===== config.mk =====
export PLATFORM = sky130hd
export DESIGN_NAME = vpu_ds_hub
export DESIGN_NICKNAME = d
export VERILOG_FILES = /design/src/vxe_hub_pkg.sv /design/src/vpu_ds_hub.sv /design/src/ds_tx_drain.sv /design/src/ds_rx_merge.sv /design/src/rsp_fifo.sv
export SDC_FILE = /design/constraint.sdc
export NUM_CORES = 1
export LEC_CHECK = 0
export BUFFER_PORTS_ARGS = -buffer_cell sky130_fd_sc_hd__clkbuf_2
export CELL_PAD_IN_SITES_DETAIL_PLACEMENT = 0
export CELL_PAD_IN_SITES_GLOBAL_PLACEMENT = 1
export CORE_MARGIN = 2
export CORE_UTILIZATION = 53
export CTS_CLUSTER_DIAMETER = 80
export DETAILED_ROUTE_END_ITERATION = 8
export GPL_ROUTABILITY_DRIVEN = 0
export PLACE_DENSITY_LB_ADDON = 0.1
export SYNTH_ARGS = -nofsm -noshare
export SYNTH_HDL_FRONTEND = slang
export SYNTH_HIERARCHICAL = 1
export SYNTH_SLANG_ARGS = --single-unit

===== constraint.sdc =====
create_clock -name clk -period 11 [get_ports clk]
set_clock_uncertainty 0.15 [all_clocks]
set_input_delay 2.2 -clock clk [delete_from_list [all_inputs] [get_ports clk]]
set_output_delay 2.2 -clock clk [all_outputs]
set_load 0.05 [all_outputs]

===== src/vxe_hub_pkg.sv =====
// Shared definitions of the VPU downstream hub. The status layout is fixed at 9 bits.
// FIFO_DEPTH must stay a power of two, since the pointers wrap through an extra bit.
`default_nettype none

package vxe_hub_pkg;

	// --------------------------------------------------
	// Status word layout
	// --------------------------------------------------

	// The fields are chained from bit 0 upward, so moving one field moves the rest.
	localparam int ERR_LSB = 0;			// Error code, low bit.
	localparam int ERR_MSB = ERR_LSB + 1;		// Error code, high bit.
	localparam int RNW_BIT = ERR_MSB + 1;		// Read-not-write flag.
	localparam int TXNID_LSB = RNW_BIT + 1;		// Transaction id, low bit.
	localparam int TXNID_MSB = TXNID_LSB + 5;	// Transaction id is 6 bits wide.

	// Status word width follows from the top field.
	localparam int RSS_W = TXNID_MSB + 1;

	// Read data word width. Only reads carry a data word.
	localparam int RSD_W = 64;

	// --------------------------------------------------
	// Response FIFOs
	// --------------------------------------------------

	// Entries per FIFO. The merger keeps one entry free as slack.
	localparam int FIFO_DEPTH = 4;

	// Index width. Pointers carry one more bit for the wrap.
	localparam int FIFO_AW = $clog2(FIFO_DEPTH);

	// --------------------------------------------------
	// State codes
	// --------------------------------------------------

	// Receive merger states.
	localparam logic [1:0] RX_IDLE = 2'b00;		// No grant held.
	localparam logic [1:0] RX_M0 = 2'b01;		// Master 0 is granted.
	localparam logic [1:0] RX_M1 = 2'b10;		// Master 1 is granted.
	localparam logic [1:0] RX_STALL = 2'b11;	// Status FIFO too full to take more.

	// Output drain states.
	localparam logic TX_IDLE = 1'b0;		// Output register is empty.
	localparam logic TX_SEND = 1'b1;		// Output register holds a word for the client.

endpackage

`default_nettype wire

===== src/vpu_ds_hub.sv =====
// Downstream response hub of the vector unit. Two masters merge into one status stream
// and one data stream. Read data leaves in the same order as the read statuses.
`timescale 1ns/1ps
`default_nettype none

module vpu_ds_hub
(
	input wire				clk,
	input wire				nrst,
	// Incoming responses on master 0.
	input wire				i_m0_rss_vld,
	input wire [vxe_hub_pkg::RSS_W-1:0]	i_m0_rss,
	output logic				o_m0_rss_rd,
	input wire				i_m0_rsd_vld,
	input wire [vxe_hub_pkg::RSD_W-1:0]	i_m0_rsd,
	output logic				o_m0_rsd_rd,
	// Incoming responses on master 1.
	input wire				i_m1_rss_vld,
	input wire [vxe_hub_pkg::RSS_W-1:0]	i_m1_rss,
	output logic				o_m1_rss_rd,
	input wire				i_m1_rsd_vld,
	input wire [vxe_hub_pkg::RSD_W-1:0]	i_m1_rsd,
	output logic				o_m1_rsd_rd,
	// Outgoing responses to the vector unit.
	input wire				i_rss_rdy,
	output logic [vxe_hub_pkg::RSS_W-1:0]	o_rss,
	output logic				o_rss_wr,
	input wire				i_rsd_rdy,
	output logic [vxe_hub_pkg::RSD_W-1:0]	o_rsd,
	output logic				o_rsd_wr
);

	// --------------------------------------------------
	// Internal streams
	// --------------------------------------------------

	// Status stream between merger, FIFO and drain.
	logic				rss_push;
	logic [vxe_hub_pkg::RSS_W-1:0]	rss_wdata;
	logic				rss_pop;
	logic [vxe_hub_pkg::RSS_W-1:0]	rss_rdata;
	logic				rss_empty;
	logic				rss_full;
	logic				rss_afull;

	// Data stream between merger, FIFO and drain.
	logic				rsd_push;
	logic [vxe_hub_pkg::RSD_W-1:0]	rsd_wdata;
	logic				rsd_pop;
	logic [vxe_hub_pkg::RSD_W-1:0]	rsd_rdata;
	logic				rsd_empty;
	logic				rsd_full;
	logic				rsd_afull;

	// The data stream has its own ready, so it can back up while statuses still flow.
	// Its flags join the stall so that neither FIFO can overflow.
	ds_rx_merge merge_i (
		.clk		(clk),
		.nrst		(nrst),
		.i_m0_rss_vld	(i_m0_rss_vld),
		.i_m0_rss	(i_m0_rss),
		.o_m0_rss_rd	(o_m0_rss_rd),
		.i_m0_rsd_vld	(i_m0_rsd_vld),
		.i_m0_rsd	(i_m0_rsd),
		.o_m0_rsd_rd	(o_m0_rsd_rd),
		.i_m1_rss_vld	(i_m1_rss_vld),
		.i_m1_rss	(i_m1_rss),
		.o_m1_rss_rd	(o_m1_rss_rd),
		.i_m1_rsd_vld	(i_m1_rsd_vld),
		.i_m1_rsd	(i_m1_rsd),
		.o_m1_rsd_rd	(o_m1_rsd_rd),
		.i_rss_full	(rss_full | rsd_full),
		.i_rss_afull	(rss_afull | rsd_afull),
		.o_rss_push	(rss_push),
		.o_rss_wdata	(rss_wdata),
		.o_rsd_push	(rsd_push),
		.o_rsd_wdata	(rsd_wdata)
	);

	rsp_fifo #(.WIDTH(vxe_hub_pkg::RSS_W)) rss_fifo_i (
		.clk(clk), .nrst(nrst), .i_push(rss_push), .i_wdata(rss_wdata),
		.i_pop(rss_pop), .o_rdata(rss_rdata), .o_empty(rss_empty),
		.o_full(rss_full), .o_afull(rss_afull)
	);

	rsp_fifo #(.WIDTH(vxe_hub_pkg::RSD_W)) rsd_fifo_i (
		.clk(clk), .nrst(nrst), .i_push(rsd_push), .i_wdata(rsd_wdata),
		.i_pop(rsd_pop), .o_rdata(rsd_rdata), .o_empty(rsd_empty),
		.o_full(rsd_full), .o_afull(rsd_afull)
	);

	ds_tx_drain #(.WIDTH(vxe_hub_pkg::RSS_W)) rss_drain_i (
		.clk(clk), .nrst(nrst), .i_empty(rss_empty), .i_rdata(rss_rdata),
		.o_pop(rss_pop), .i_rdy(i_rss_rdy), .o_word(o_rss), .o_wr(o_rss_wr)
	);

	ds_tx_drain #(.WIDTH(vxe_hub_pkg::RSD_W)) rsd_drain_i (
		.clk(clk), .nrst(nrst), .i_empty(rsd_empty), .i_rdata(rsd_rdata),
		.o_pop(rsd_pop), .i_rdy(i_rsd_rdy), .o_word(o_rsd), .o_wr(o_rsd_wr)
	);

endmodule

`default_nettype wire


===== src/ds_tx_drain.sv =====
// Moves FIFO words to a write/ready client through a registered output.
// The word is held while the client is not ready, nothing is dropped.
`timescale 1ns/1ps
`default_nettype none

module ds_tx_drain
#(
	parameter int WIDTH = 8		// Word width.
)
(
	input wire			clk,
	input wire			nrst,
	input wire			i_empty,	// FIFO has no word.
	input wire [WIDTH-1:0]		i_rdata,	// FIFO head word.
	output logic			o_pop,		// Takes the FIFO head.
	input wire			i_rdy,		// Client accepts the output word.
	output logic [WIDTH-1:0]	o_word,		// Word to the client.
	output logic			o_wr		// Output word is valid.
);

	logic	tx_state;	// Idle or sending.
	logic	load;		// Output register takes the head this edge.

	// The register loads when it is empty or being accepted, and the FIFO has a word.
	assign load = !i_empty && ((tx_state == vxe_hub_pkg::TX_IDLE) || i_rdy);
	assign o_pop = load;	// Every load consumes the head.

	always_ff @(posedge clk or negedge nrst)
	begin
		if (!nrst)
			tx_state <= vxe_hub_pkg::TX_IDLE;
		else if (load)
			tx_state <= vxe_hub_pkg::TX_SEND;	// A fresh word is on the output.
		else if (i_rdy)
			tx_state <= vxe_hub_pkg::TX_IDLE;	// Last word accepted, FIFO is dry.
	end

	// Payload register. It only changes on a load.
	always_ff @(posedge clk)
	begin
		if (load)
			o_word <= i_rdata;
	end

	assign o_wr = (tx_state == vxe_hub_pkg::TX_SEND);	// Comes straight from the state flop.

	// A word that is not accepted stays on the output unchanged.
	a_hold_word: assert property (@(posedge clk) disable iff (!nrst)
		o_wr && !i_rdy |=> o_wr && $stable(o_word));

endmodule

`default_nettype wire


===== src/ds_rx_merge.sv =====
// Round-robin merger of two response masters. A read status is taken only with its data.
// The stall inputs must rise before the FIFOs behind them can overflow.
`timescale 1ns/1ps
`default_nettype none

module ds_rx_merge
(
	input wire				clk,
	input wire				nrst,
	// Master 0 status and data channels.
	input wire				i_m0_rss_vld,
	input wire [vxe_hub_pkg::RSS_W-1:0]	i_m0_rss,
	output logic				o_m0_rss_rd,
	input wire				i_m0_rsd_vld,
	input wire [vxe_hub_pkg::RSD_W-1:0]	i_m0_rsd,
	output logic				o_m0_rsd_rd,
	// Master 1 status and data channels.
	input wire				i_m1_rss_vld,
	input wire [vxe_hub_pkg::RSS_W-1:0]	i_m1_rss,
	output logic				o_m1_rss_rd,
	input wire				i_m1_rsd_vld,
	input wire [vxe_hub_pkg::RSD_W-1:0]	i_m1_rsd,
	output logic				o_m1_rsd_rd,
	// Stall indications from the FIFOs.
	input wire				i_rss_full,
	input wire				i_rss_afull,
	// Writes into the status and data FIFOs.
	output logic				o_rss_push,
	output logic [vxe_hub_pkg::RSS_W-1:0]	o_rss_wdata,
	output logic				o_rsd_push,
	output logic [vxe_hub_pkg::RSD_W-1:0]	o_rsd_wdata
);

	logic [1:0]	rx_state;	// Current grant, or idle, or stall.
	logic [1:0]	rx_next;	// State for the next cycle.
	logic		last_m1_q;	// Master that held the grant last.
	logic		last_m1;	// Grant in effect, as seen by the round robin.
	logic		stall;		// No room for another word.
	logic		m0_rnw;		// Master 0 status is a read.
	logic		m1_rnw;		// Master 1 status is a read.
	logic		m0_take;	// Master 0 status is consumed this edge.
	logic		m1_take;	// Master 1 status is consumed this edge.

	// One free entry is kept as slack, so almost full stalls as well.
	assign stall = i_rss_full | i_rss_afull;

	// The read flag is the only field the merger looks at.
	assign m0_rnw = i_m0_rss[vxe_hub_pkg::RNW_BIT];
	assign m1_rnw = i_m1_rss[vxe_hub_pkg::RNW_BIT];

	// --------------------------------------------------
	// Consumption
	// --------------------------------------------------

	// A granted status is taken when it is valid and there is room.
	// A read also needs its data word, otherwise both wait.
	assign m0_take = (rx_state == vxe_hub_pkg::RX_M0) && !stall && i_m0_rss_vld &&
		(!m0_rnw || i_m0_rsd_vld);
	assign m1_take = (rx_state == vxe_hub_pkg::RX_M1) && !stall && i_m1_rss_vld &&
		(!m1_rnw || i_m1_rsd_vld);

	assign o_m0_rss_rd = m0_take;
	assign o_m1_rss_rd = m1_take;

	// Data is pulled only together with its read status.
	assign o_m0_rsd_rd = m0_take & m0_rnw;
	assign o_m1_rsd_rd = m1_take & m1_rnw;

	// The consumed words go straight into the FIFOs in the same edge.
	assign o_rss_push = m0_take | m1_take;
	assign o_rss_wdata = m1_take ? i_m1_rss : i_m0_rss;
	assign o_rsd_push = o_m0_rsd_rd | o_m1_rsd_rd;
	assign o_rsd_wdata = o_m1_rsd_rd ? i_m1_rsd : i_m0_rsd;

	// --------------------------------------------------
	// Round-robin grant
	// --------------------------------------------------

	// While a master holds the grant it is the last one. Idle and stall keep the stored one.
	always_comb
	begin
		case (rx_state)
			vxe_hub_pkg::RX_M0: last_m1 = 1'b0;
			vxe_hub_pkg::RX_M1: last_m1 = 1'b1;
			default: last_m1 = last_m1_q;
		endcase
	end

	// The other master wins whenever it is valid. The same master keeps the grant
	// only when the other one has nothing, which also covers a read waiting for data.
	always_comb
	begin
		if (stall)
			rx_next = vxe_hub_pkg::RX_STALL;	// Pause until the FIFO drains.
		else if (last_m1)
		begin
			if (i_m0_rss_vld)
				rx_next = vxe_hub_pkg::RX_M0;
			else if (i_m1_rss_vld)
				rx_next = vxe_hub_pkg::RX_M1;
			else
				rx_next = vxe_hub_pkg::RX_IDLE;
		end
		else
		begin
			if (i_m1_rss_vld)
				rx_next = vxe_hub_pkg::RX_M1;
			else if (i_m0_rss_vld)
				rx_next = vxe_hub_pkg::RX_M0;
			else
				rx_next = vxe_hub_pkg::RX_IDLE;
		end
	end

	always_ff @(posedge clk or negedge nrst)
	begin
		if (!nrst)
		begin
			rx_state <= vxe_hub_pkg::RX_IDLE;	// No grant, so every rd is low.
			last_m1_q <= 1'b1;			// Master 0 goes first after reset.
		end
		else
		begin
			rx_state <= rx_next;
			last_m1_q <= last_m1;	// Survives idle and stall unchanged.
		end
	end

	// A data word enters its FIFO only beside the read status it belongs to.
	a_rsd_with_read: assert property (@(posedge clk) disable iff (!nrst)
		o_rsd_push |-> o_rss_push && o_rss_wdata[vxe_hub_pkg::RNW_BIT]);

	// A master that was just served gives way when the other one is waiting.
	a_m0_yields: assert property (@(posedge clk) disable iff (!nrst)
		o_m0_rss_rd && i_m1_rss_vld |=> !o_m0_rss_rd);
	a_m1_yields: assert property (@(posedge clk) disable iff (!nrst)
		o_m1_rss_rd && i_m0_rss_vld |=> !o_m1_rss_rd);

endmodule

`default_nettype wire


===== src/rsp_fifo.sv =====
// Synchronous FIFO with a registered write and a combinational head read.
// Pushing when full or popping when empty is not allowed and is not guarded in logic.
`timescale 1ns/1ps
`default_nettype none

module rsp_fifo
#(
	parameter int WIDTH = 8		// Word width.
)
(
	input wire			clk,
	input wire			nrst,
	input wire			i_push,		// Write strobe.
	input wire [WIDTH-1:0]		i_wdata,	// Word to write.
	input wire			i_pop,		// Read strobe, takes the head.
	output logic [WIDTH-1:0]	o_rdata,	// Current head word.
	output logic			o_empty,	// No entry holds a word.
	output logic			o_full,		// All entries hold a word.
	output logic			o_afull		// Exactly one entry is free.
);

	// --------------------------------------------------
	// Storage and pointers
	// --------------------------------------------------

	logic [WIDTH-1:0]		mem [vxe_hub_pkg::FIFO_DEPTH];	// Entry array.
	logic [vxe_hub_pkg::FIFO_AW:0]	wp;				// Write pointer with wrap bit.
	logic [vxe_hub_pkg::FIFO_AW:0]	rp;				// Read pointer with wrap bit.
	logic [vxe_hub_pkg::FIFO_AW:0]	fill;				// Number of stored words.

	// Pointers advance on their strobes. Both may move in the same edge.
	always_ff @(posedge clk or negedge nrst)
	begin
		if (!nrst)
		begin
			wp <= '0;
			rp <= '0;
		end
		else
		begin
			if (i_push)
				wp <= wp + 1'b1;
			if (i_pop)
				rp <= rp + 1'b1;
		end
	end

	// The entry array is written on push. A pushed word is at the head one edge later.
	always_ff @(posedge clk)
	begin
		if (i_push)
			mem[wp[vxe_hub_pkg::FIFO_AW-1:0]] <= i_wdata;
	end

	assign o_rdata = mem[rp[vxe_hub_pkg::FIFO_AW-1:0]];	// Head is read without delay.

	// The difference of the wrapped pointers is the fill level.
	assign fill = wp - rp;

	// Same index with equal wrap bits is empty. Different wrap bits is full.
	assign o_empty = (wp == rp);
	assign o_full = (wp[vxe_hub_pkg::FIFO_AW-1:0] == rp[vxe_hub_pkg::FIFO_AW-1:0]) &&
		(wp[vxe_hub_pkg::FIFO_AW] != rp[vxe_hub_pkg::FIFO_AW]);

	// Almost full leaves room for exactly one more word.
	assign o_afull = (fill == (vxe_hub_pkg::FIFO_AW + 1)'(vxe_hub_pkg::FIFO_DEPTH - 1));

	// The writer must have honoured the full flag.
	a_no_push_full: assert property (@(posedge clk) disable iff (!nrst)
		i_push |-> !o_full);

	// The reader must have honoured the empty flag.
	a_no_pop_empty: assert property (@(posedge clk) disable iff (!nrst)
		i_pop |-> !o_empty);

endmodule

`default_nettype wire


---- After elaboration in Yosys (flattened, before gate mapping) ----
Memory sizes are Yosys's and may differ from the RTL's. A register that Yosys moved wholly into a read port is not among the register bits.
Index checks and enable logic that the tools add are counted.
cells by class
  add/subtract/negate cells ............... 6
  reductions and logical operators ........ 21
  bitwise logic cells ..................... 9
  muxes and demuxes ....................... 17
  eq/ne operators ......................... 10
operator list
  kind                   number
  $mux W64               1
  $add A3 B1 Y3 const B  4
  $logic_and A1 B1 Y1    10
  $mux W2                5
  $mux W1                9
  $mux W9                1
  $eq A3 B2 Y1 const B   2
  $eq A3 B3 Y1           2
  $sub A3 B3 Y3          2
  $logic_not A1 Y1       5
  $or A1 B1 Y1           5
  $eq A2 B2 Y1           2
  $logic_or A1 B1 Y1     4
  $reduce_bool A2 Y1     2
  $and A1 B1 Y1          2
  $eq A2 B1 Y1 const B   1
  $eq A2 B2 Y1 const B   1
  $ne A1 B1 Y1           2
  $not A1 Y1             2
  $pmux W1 S2            1
word-level totals
  output and inout port bits .............. 79
  word-level logic and storage cells ...... 73
  memories kept ........................... 2
  RAM bits ................................ 292
  flip-flop bits (word level) ............. 17
memory list
  name            words  width  read ports  clocked after memory_dff  write ports  line            source
  rsd_fifo_i.mem  4      64     1           1                         1            rsp_fifo.sv:26  logic [WIDTH-1:0] mem [vxe_hub_pkg::FIFO_DEPTH];
  rss_fifo_i.mem  4      9      1           1                         1            rsp_fifo.sv:26

---- Logic depth before layout (Yosys ltp) ----
Gate-level depths: netlist of run 1.
  depth after elaboration ................. 12
  depth in mapped cells ................... 13
  gate-level depth less buffers ........... 12

---- Cells and area by module ----
Netlist of run 1, hierarchy kept.
modules (own cells, without submodules)
  module                      cells each  area each (µm²)  instances  sequential area each (µm²)
  rsp_fifo at rsd_fifo_i      371         9631.7           1          7837.5
  ds_tx_drain at rsd_drain_i  69          1971.9           1          1946.9
  rsp_fifo at rss_fifo_i      84          1696.6           1          1231.2
  ds_rx_merge                 107         1103.6           1          76.3
  ds_tx_drain at rss_drain_i  14          320.3            1          295.3
  vpu_ds_hub                  2           12.5             1          0.0

---- Worst setup path before layout of run 1 ----
No wires, ideal clock.
  path type ............................... input to output
  from .................................... input port i_m0_rss[2] (netlist bit)
  to ...................................... output port o_m0_rsd_rd
  arrival ................................. 3.084 ns
  slack ................................... 5.566 ns
  buffers on the path ..................... 0
  stages on the path ...................... 3
  path through ............................ inv_1 o2111ai_1 nor2_1
on the way
  longest elaborated chain between the ends .. 4
ends and longest elaborated chain
  item                 line               source
  start, declared      vpu_ds_hub.sv:12   input wire [vxe_hub_pkg::RSS_W-1:0] i_m0_rss,
  $logic_not A1 Y1     ds_rx_merge.sv:58  (!m0_rnw || i_m0_rsd_vld);
  $logic_or A1 B1 Y1   ds_rx_merge.sv:58
  $logic_and A1 B1 Y1  ds_rx_merge.sv:57  assign m0_take = (rx_state == vxe_hub_pkg::RX_M0) && !stall && i_m0_rss_vld &&
  $and A1 B1 Y1 (*)    ds_rx_merge.sv:66  assign o_m0_rsd_rd = m0_take & m0_rnw;
  end, declared        vpu_ds_hub.sv:16   output logic o_m0_rsd_rd,
Mark *: on every way between the ends. The rest lies on a longest branch, timed or not.

---- Worst setup path after layout of run 1 ----
  from .................................... register rsd_fifo_i/rp[1] (netlist bit)
  to ...................................... output port o_m1_rsd_rd
on the way
  longest elaborated chain between the ends .. 9
  elaborated cells on any way between the ends .. 12
  classes of those cells .................. add/sub: 1; eq/ne: 2; bitwise: 4; reduce/logical: 5
ends and longest elaborated chain
  item                              line               source
  start, declared                   rsp_fifo.sv:28     logic [vxe_hub_pkg::FIFO_AW:0] rp;
  start signal, assigned            rsp_fifo.sv:44     rp <= rp + 1'b1;
  $sub A3 B3 Y3                     rsp_fifo.sv:58     assign fill = wp - rp;
  $eq A3 B2 Y1                      rsp_fifo.sv:66     assign o_afull = (fill == (vxe_hub_pkg::FIFO_AW + 1)'(vxe_hub_pkg::FIFO_DEPTH - 1));
  via rsd_afull                     vpu_ds_hub.sv:53   logic rsd_afull;
  $or A1 B1 Y1                      vpu_ds_hub.sv:73   .i_rss_afull (rss_afull | rsd_afull),
  $or A1 B1 Y1                      ds_rx_merge.sv:45  assign stall = i_rss_full | i_rss_afull;
  $logic_not A1 Y1                  ds_rx_merge.sv:59  assign m1_take = (rx_state == vxe_hub_pkg::RX_M1) && !stall && i_m1_rss_vld &&
  $logic_and A1 B1 Y1 (3 in a row)  ds_rx_merge.sv:59
  $and A1 B1 Y1                     ds_rx_merge.sv:67  assign o_m1_rsd_rd = m1_take & m1_rnw;
  end, declared                     vpu_ds_hub.sv:23   output logic o_m1_rsd_rd,
The timed path passes the listed nets, and every way through them passes these cells.

==> results.md, run 1 <==
* Minimum hold slack at around 0.34 ns
* Reg2reg start: rsd_fifo_i/rp[1]
* First drt pass iteration count at 4
* Final setup fails at 0
* N_diodes at 0
* Die Span X at between 150 and 200 um
* CTS Root Cell: clkbuf_16
* Tightest Pin Transition at ~1.1 ns
* Port buffer count at about 230
* Number of synthesized register bits at 382
* Path type of the worst setup path: reg2out
* Critical Path Sink Type: output pin
* Synth Warn # at 6
* First-pass GRT wire length at ~40000 um
* Worst vdd ir at 0.230 mV
* Maximum clock path buffer count at 3
* Pwr Density at 279 mW/mm2
* Sequential-to-total area share from yosys stat at between 70% and 80%
* Period Utilization, post-route at a little under three fifths
* Clock latency at the later pin of the worst-skew pair at 0.52 ns
* RSZ-0062 raised after global routing: false
* Post-synth top area share at between 70 and 80%
* Drt via density at about 5.3
* Die height at approximately 170 um
* Area grow syn2layout at 18.3%
* Most common cell after layout, fill and taps aside: edfxtp_1
* Initial antenna violation count at 0
* Total track usage at between 10% and 20%
* Synthesized area at about 0.015 mm2
* Post-layout min period at ~6 ns
* Commonest non-fill, non-tap cells in the layout: 365 x edfxtp_1, 232 x clkbuf_2, 73 x mux4_2
* CORE AREA at roughly 0.028 mm2
* Vias in the first global route at 7248
* Cell variety after synth at 30
* Top cells by area, synth: edfxtp_1 74%, mux4_2 11%, mux2_2 3.4%
* Metal1 wirelength at 11200 um
* Peak Freq at 0.164 GHz
* Gr ovfl total at 0
* Yosys top cell by area: edfxtp_1
* Wirelength per Cell at around 20 um
* Synth Net Count at 819
* Crit path arrival time at approximately 3.7 ns
* Worst Path Required at between 8 and 9 ns
* Uppermost routed layer: met4
* Clock sink total at 382
* DRC viols at 0
* IO Count at ~230
* Max Cap Viol at 0
* Largest net degree at the start of global routing at 69
* Rel. slew slack at between 20 and 30%
* DRT iter0 DRCs at 469
* # resized after CTS at 0
* R2r endpoint: rsd_fifo_i/mem[3][14]
* Post-DRT Antenna Nets at 0
* Final TNS setup at 0 ns
* Post-CTS Setup Bufs at 0
* H-tree levels at 2
* Mapped Cells at approximately 650
* Met3 WL at ~1200 um
* Syn avg cell area at roughly 23 um2
* Starting density of the core at a little over half
* Num CTS Buffers at 38
* DRT Wirelength at 26500 um
* Detailed placement HPWL at about 16000 um
* Clock Pin Slew Worst Setup and Hold Paths at approximately 0.06 ns
* Final-stage net count at ~1100
* Outcome: finished clean
* Slew Limit Fails at 0
* CP Capture Point: o_m1_rsd_rd
* Leak at roughly 6.3 nW
* Internal reg-to-reg setup slack at about 6.4 ns
* Total Power at 4.87 mW
* R2R depth at 8
* Crit path from: rsd_fifo_i/rp[1]
* Layout cells sized above 1 at between 40% and 50%
* Critical path launch point type: flip-flop
* Vias at 6976
* Crit-path max FO at 67
* CTS tree: built
* Hold Buf Count CTS at 0
* Site Rows at between 60 and 70
* Die area at around 0.03 mm2
* Hold Path Class: reg2reg
* Met2 Wirelength at 13600 um
* Final Hold Violating Endpoints at 0
==> per-layer routing <==
layer | global-route usage, % | up-vias
met5 | 0 | -
met4 | 5.13 | 0
met3 | 3.22 | 41
met2 | 31.4 | 192
met1 | 24.8 | 3596
li1 | - | 3147
==> cell type report <==
| class | count | area, um2 |
|---|---|---|
| clock buffer | 46 | 1000 |
| clock inverter | 22 | 179 |
| multi-input combinational | 224 | 3120 |
| inverter | 17 | 63.8 |
| tap | 378 | 473 |
| timing repair buffer | 237 | 1200 |
| fill | 1908 | 10100 |
| sequential | 382 | 11400 |
==> cell usage after synthesis (all sizes together) <==
cell     count
inv         17
a21oi        3
buf         23
ha          16
o21ai        7
nand2b       1
nor4         1
and2         8
nor2         4
edfxtp     365
clkbuf       1
or2          2
xnor2        4
mux2        75
fa           2
nand2       12
mux4        73
xor2         6
nor3b        2
dfrtp       16
o2111ai      2
dfstp        1
and3         2
nor3         2
a21o         2
==> through the flow <==
step / utilization [%] / cells / cell area [um2] / worst slack (ns)
floorplan: - / 647 / 14700 / 5.57
global placement: 59.0 / 1238 / 16200 / 5.23
detailed placement: 59.0 / 1238 / 16200 / 5.20
CTS: 63.3 / 1306 / 17400 / 4.79
global route: 63.3 / 1306 / 17400 / 4.66
finish: 63.3 / 1306 / 17400 / 4.92
==> kinds of logic (layout without fill, tap and decap cells) <==
| group | after synthesis | in the layout | share of synthesized area (%) |
|---|---|---|---|
| simple gates | 34 | 34 | 1.27 |
| fa+ha+maj | 18 | 18 | 1.63 |
| buf+inv | 41 | 322 | 1.68 |
| mux | 148 | 148 | 16.9 |
| compound gates | 14 | 14 | 0.662 |
| flops | 382 | 382 | 77.3 |
| xor+xnor | 10 | 10 | 0.594 |
==> registers in the layout, summed over array words and instances (netlist names) <==
name / cells
rsd_fifo_i/mem: 256
rsd_drain_i/o_word: 64
rss_fifo_i/mem: 36
rss_drain_i/o_word: 9
rsd_fifo_i/rp: 3
rsd_fifo_i/wp: 3
rss_fifo_i/rp: 3
rss_fifo_i/wp: 3
merge_i/rx_state: 2
merge_i/last_m1_q: 1
rsd_drain_i/o_wr: 1
rss_drain_i/o_wr: 1
==> critical path, stage by stage (launching register included) <==
cell and delay [ns]:
dfrtp_4 0.82, fa_1 0.70, nor3_1 0.05, mux2_2 0.25
or2_1 0.28, nor4_4 0.27, buf_4 0.46, clkbuf_2 0.37
==> worst min-delay path by stage <==
| stage | slack [ns] | depth (start not counted) | startpoint | to |
|---|---|---|---|---|
| floorplan | 0.31 | 1 | rsd_fifo_i/wp[2] | rsd_fifo_i/wp[2] |
| global placement | 0.32 | 1 | rsd_fifo_i/wp[2] | rsd_fifo_i/wp[2] |
| detailed placement | 0.33 | 1 | rss_fifo_i/rp[2] | rss_fifo_i/rp[2] |
| CTS | 0.34 | 1 | rsd_fifo_i/wp[2] | rsd_fifo_i/wp[2] |
| global route | 0.35 | 1 | rss_fifo_i/rp[2] | rss_fifo_i/rp[2] |
| finish | 0.34 | 1 | rss_fifo_i/rp[2] | rss_fifo_i/rp[2] |
==> power by group <==
| part | switching [mW] | leakage [nW] | internal, mW |
|---|---|---|---|
| Combinational | 0.979 | 2.15 | 0.490 |
| Clock | 0.507 | 0.571 | 0.718 |
| Sequential | 0.199 | 3.53 | 1.97 |
| Total | 1.69 | 6.25 | 3.18 |
Note: power is estimated with default switching activity, not from simulation.
==> run 2: changes to the inputs <==
--- a/config.mk
+++ b/config.mk
@@ -9,7 +9,7 @@
 export CELL_PAD_IN_SITES_DETAIL_PLACEMENT = 0
 export CELL_PAD_IN_SITES_GLOBAL_PLACEMENT = 1
 export CORE_MARGIN = 2
-export CORE_UTILIZATION = 53
+export CORE_UTILIZATION = 49
 export CTS_CLUSTER_DIAMETER = 80
 export DETAILED_ROUTE_END_ITERATION = 8
 export GPL_ROUTABILITY_DRIVEN = 0
==> constraint.sdc (replaced) <==
create_clock -name clk -period 6.1 [get_ports clk]
set_clock_uncertainty 0.15 [all_clocks]
set_input_delay 1.22 -clock clk [delete_from_list [all_inputs] [get_ports clk]]
set_output_delay 1.22 -clock clk [all_outputs]
set_load 0.05 [all_outputs]
==> run 2 against run 1 <==
  * Non-clock buffer count grew 1
  * Design area about the same
  * Flip-flop and latch count is the same
  * Sequential share of layout area down 0.061 points
  * Utilization shrank 4.4 points
  * Total power is 80% higher
  * Critical endpoint is now o_m1_rss_rd
  * Sequential power grew 76%
  * Via count down 1.1%
  * Die area is 8.0% higher
  * Register-to-register slack worse by 4.9 ns
==> results.md, run 2 (synthesis results as in run 1) <==
* Outcome: finished clean (unchanged)
* DRT Wirelength at 26500 um (about the same)
* Post-CTS Setup Bufs at 0 (unchanged)
* Clk pwr share at 24.8% (was 25.2%)
* Site Rows at 63 (was 61)
* Die Span X at 177 um (was 171 um)
* Vias in the first global route at 7500 (was 7248)
* CTS tree: built (unchanged)
* Maximum clock path buffer count at 3 (unchanged)
* DP Cell Count at 1251 (was 1238)
* Port buffer count at 232 (unchanged)
* Drt via density at 5.23 (was 5.34)
* Hold Path Class: reg2reg (unchanged)
* Period Utilization, post-route at 89.4%
* RSZ-0062 raised after global routing: false (unchanged)
* Vias at 6901 (was 6976)
* Final setup fails at 0 (unchanged)
* Wirelength per Cell at 20.0 um (was 20.3 um)
* Initial antenna violation count at 0 (unchanged)
* Tightest Pin Transition at 1.21 ns (was 1.06 ns)
* Detailed placement HPWL at 16400 um (was 15500 um)
* # resized after CTS at 0 (unchanged)
* Final-stage net count at 1075 (was 1072)
* Pwr Density at 501 mW/mm2 (was 279 mW/mm2)
* Max Cap Viol at 0 (unchanged)
* Total track usage at 16.8% (was 18.4%)
* Final Hold Violating Endpoints at 0 (unchanged)
* Largest net degree at the start of global routing at 66 (was 69)
* Comb pwr share at 31.5% (was 30.2%)
* Cell internal pwr at 5.71 mW (was 3.18 mW)
* Layout cells sized above 1 at 44.7% (was 44.8%)
* Leak at 6.26 nW (was 6.25 nW)
* Peak Freq at roughly 0.18 GHz
* Flop pwr share at 43.7% (was 44.6%)
* Non-filler instance count after layout at 1320 (was 1306)
* Final core utilization at 58.9% (was 63.3%)
* Num CTS Buffers at 40 (was 38)
* Path type of the worst setup path: reg2out (unchanged)
* Clock Pin Slew Worst Setup and Hold Paths at 0.06 ns (about the same)
* Net Sw Frac at 34.7% (was 34.6%)
* Post-layout min period at ~5.5 ns
* Most common cell after layout, fill and taps aside: edfxtp_1 (unchanged)
* IO Count at 233 (unchanged)
* Number of flip-flops under the largest register name at 256 (unchanged)
* Worst Path Required at 4.73 ns (was 8.65 ns)
* Critical path launch point type: flip-flop (unchanged)
* Clock latency at the later pin of the worst-skew pair at 0.52 ns (about the same)
* Switch Pwr at 3.03 mW (was 1.69 mW)
* Met2 Use GR at 30.5% (was 31.4%)
* Rel. slew slack at 19.1% (was 29.1%)
* Slew Limit Fails at 0 (unchanged)
* DRC viols at 0 (unchanged)
* Met1 usage at 20.8% (was 24.8%)
* Hold Buf Count CTS at 0 (unchanged)
* Total Power at 8.74 mW (was 4.87 mW)
* Gr ovfl total at 0 (unchanged)
* Die area at 0.0315 mm2 (was 0.0292 mm2)
* Crit path arrival time at 4.08 ns (was 3.73 ns)
* First drt pass iteration count at 5 (was 4)
* CTS Root Cell: clkbuf_16 (unchanged)
* Minimum hold slack at 0.342 ns (was 0.340 ns)
* CORE AREA at 0.0296 mm2 (was 0.0276 mm2)
* Grt peak-use layer: met2 (unchanged)
* Clock sink total at 382 (unchanged)
* Starting density of the core at 49.7% (was 53.5%)
* H-tree levels at 2 (unchanged)
* N_diodes at 0 (unchanged)
* Critical Path Sink Type: output pin (unchanged)
* Area grow syn2layout at 18.4% (was 18.3%)
* Routing usage on met3 at 2.85% (was 3.22%)
* Crit-path max FO at 32 (was 67)
* Worst vdd ir at 0.250 mV (was 0.230 mV)
* DRT iter0 DRCs at 402 (was 469)
* Final TNS setup at 0 ns (unchanged)
* Die height at 177 um (was 171 um)
* Post-DRT Antenna Nets at 0 (unchanged)
* First-pass GRT wire length at 40100 um (was 40000 um)
* Commonest non-fill, non-tap cells in the layout: 365 x edfxtp_1, 232 x clkbuf_2, 73 x mux4_2 (unchanged)
==> run 2: through the flow <==
| stage | area, um2 | worst slack (ns) |
|---|---|---|
| global route | 17400 | 0.382 |
| floorplan | 14700 | 1.25 |
| finish | 17400 | 0.647 |
| CTS | 17400 | 0.604 |
| global placement | 16300 | 1.30 |
| detailed placement | 16300 | 1.20 |
==> run 2: path summary, 6_finish.rpt <==
check                                 start                     to  slack (ns)  depth (start not counted)
min in group asynchronous              nrst    merge_i/rx_state[0]        0.49                          1
hold reg to reg            rsd_fifo_i/wp[2]       rsd_fifo_i/wp[2]        0.34                          1
hold / removal             rsd_fifo_i/wp[2]       rsd_fifo_i/wp[2]        0.34                          1
max in group asynchronous              nrst       rsd_fifo_i/rp[1]        4.95                          1
setup / recovery           rsd_fifo_i/rp[0]            o_m1_rss_rd        0.65                          9
setup reg to reg           rsd_fifo_i/rp[0]  rsd_fifo_i/mem[3][31]        1.50                          9
==> run 2: cell type report <==
type,count,area (um2)
Fill cell,2241,12200
Timing Repair Buffer,238,1210
Inverter,17,63.8
Tap cell,390,488
Clock inverter,14,75.1
Clock buffer,55,1100
Multi-Input combinational cell,224,3120
Sequential cell,382,11400
==> run 2: worst max-delay path, cell delays in order, from the launching register on <==
cell	delay, ns
dfrtp_4	0.72
ha_1	0.31
fa_1	0.52
nor3b_1	0.06
mux2_2	0.26
or2_1	0.27
nor2_1	0.26
o2111ai_1	0.64
inv_1	0.21
clkbuf_2	0.30
==> run 2: power groups by stage <==
stage	Clock, mW	Sequential [mW]	Combinational (mW)
final	2.17	3.82	2.75
after global routing	2.32	3.89	2.93
after CTS	2.23	3.85	2.80
after detailed placement	0	3.90	2.79
after global placement	0	3.88	2.74
after floorplan	0	4.70	1.30
==> run 2: per-layer routing <==
| layer | part of all wire, % | vias up |
|---|---|---|
| li1 | - | 3149 |
| met1 | 39 | 3546 |
| met2 | 54 | 173 |
| met3 | 4.6 | 33 |
| met4 | 1.7 | 0 |
| met5 | 0 | - |
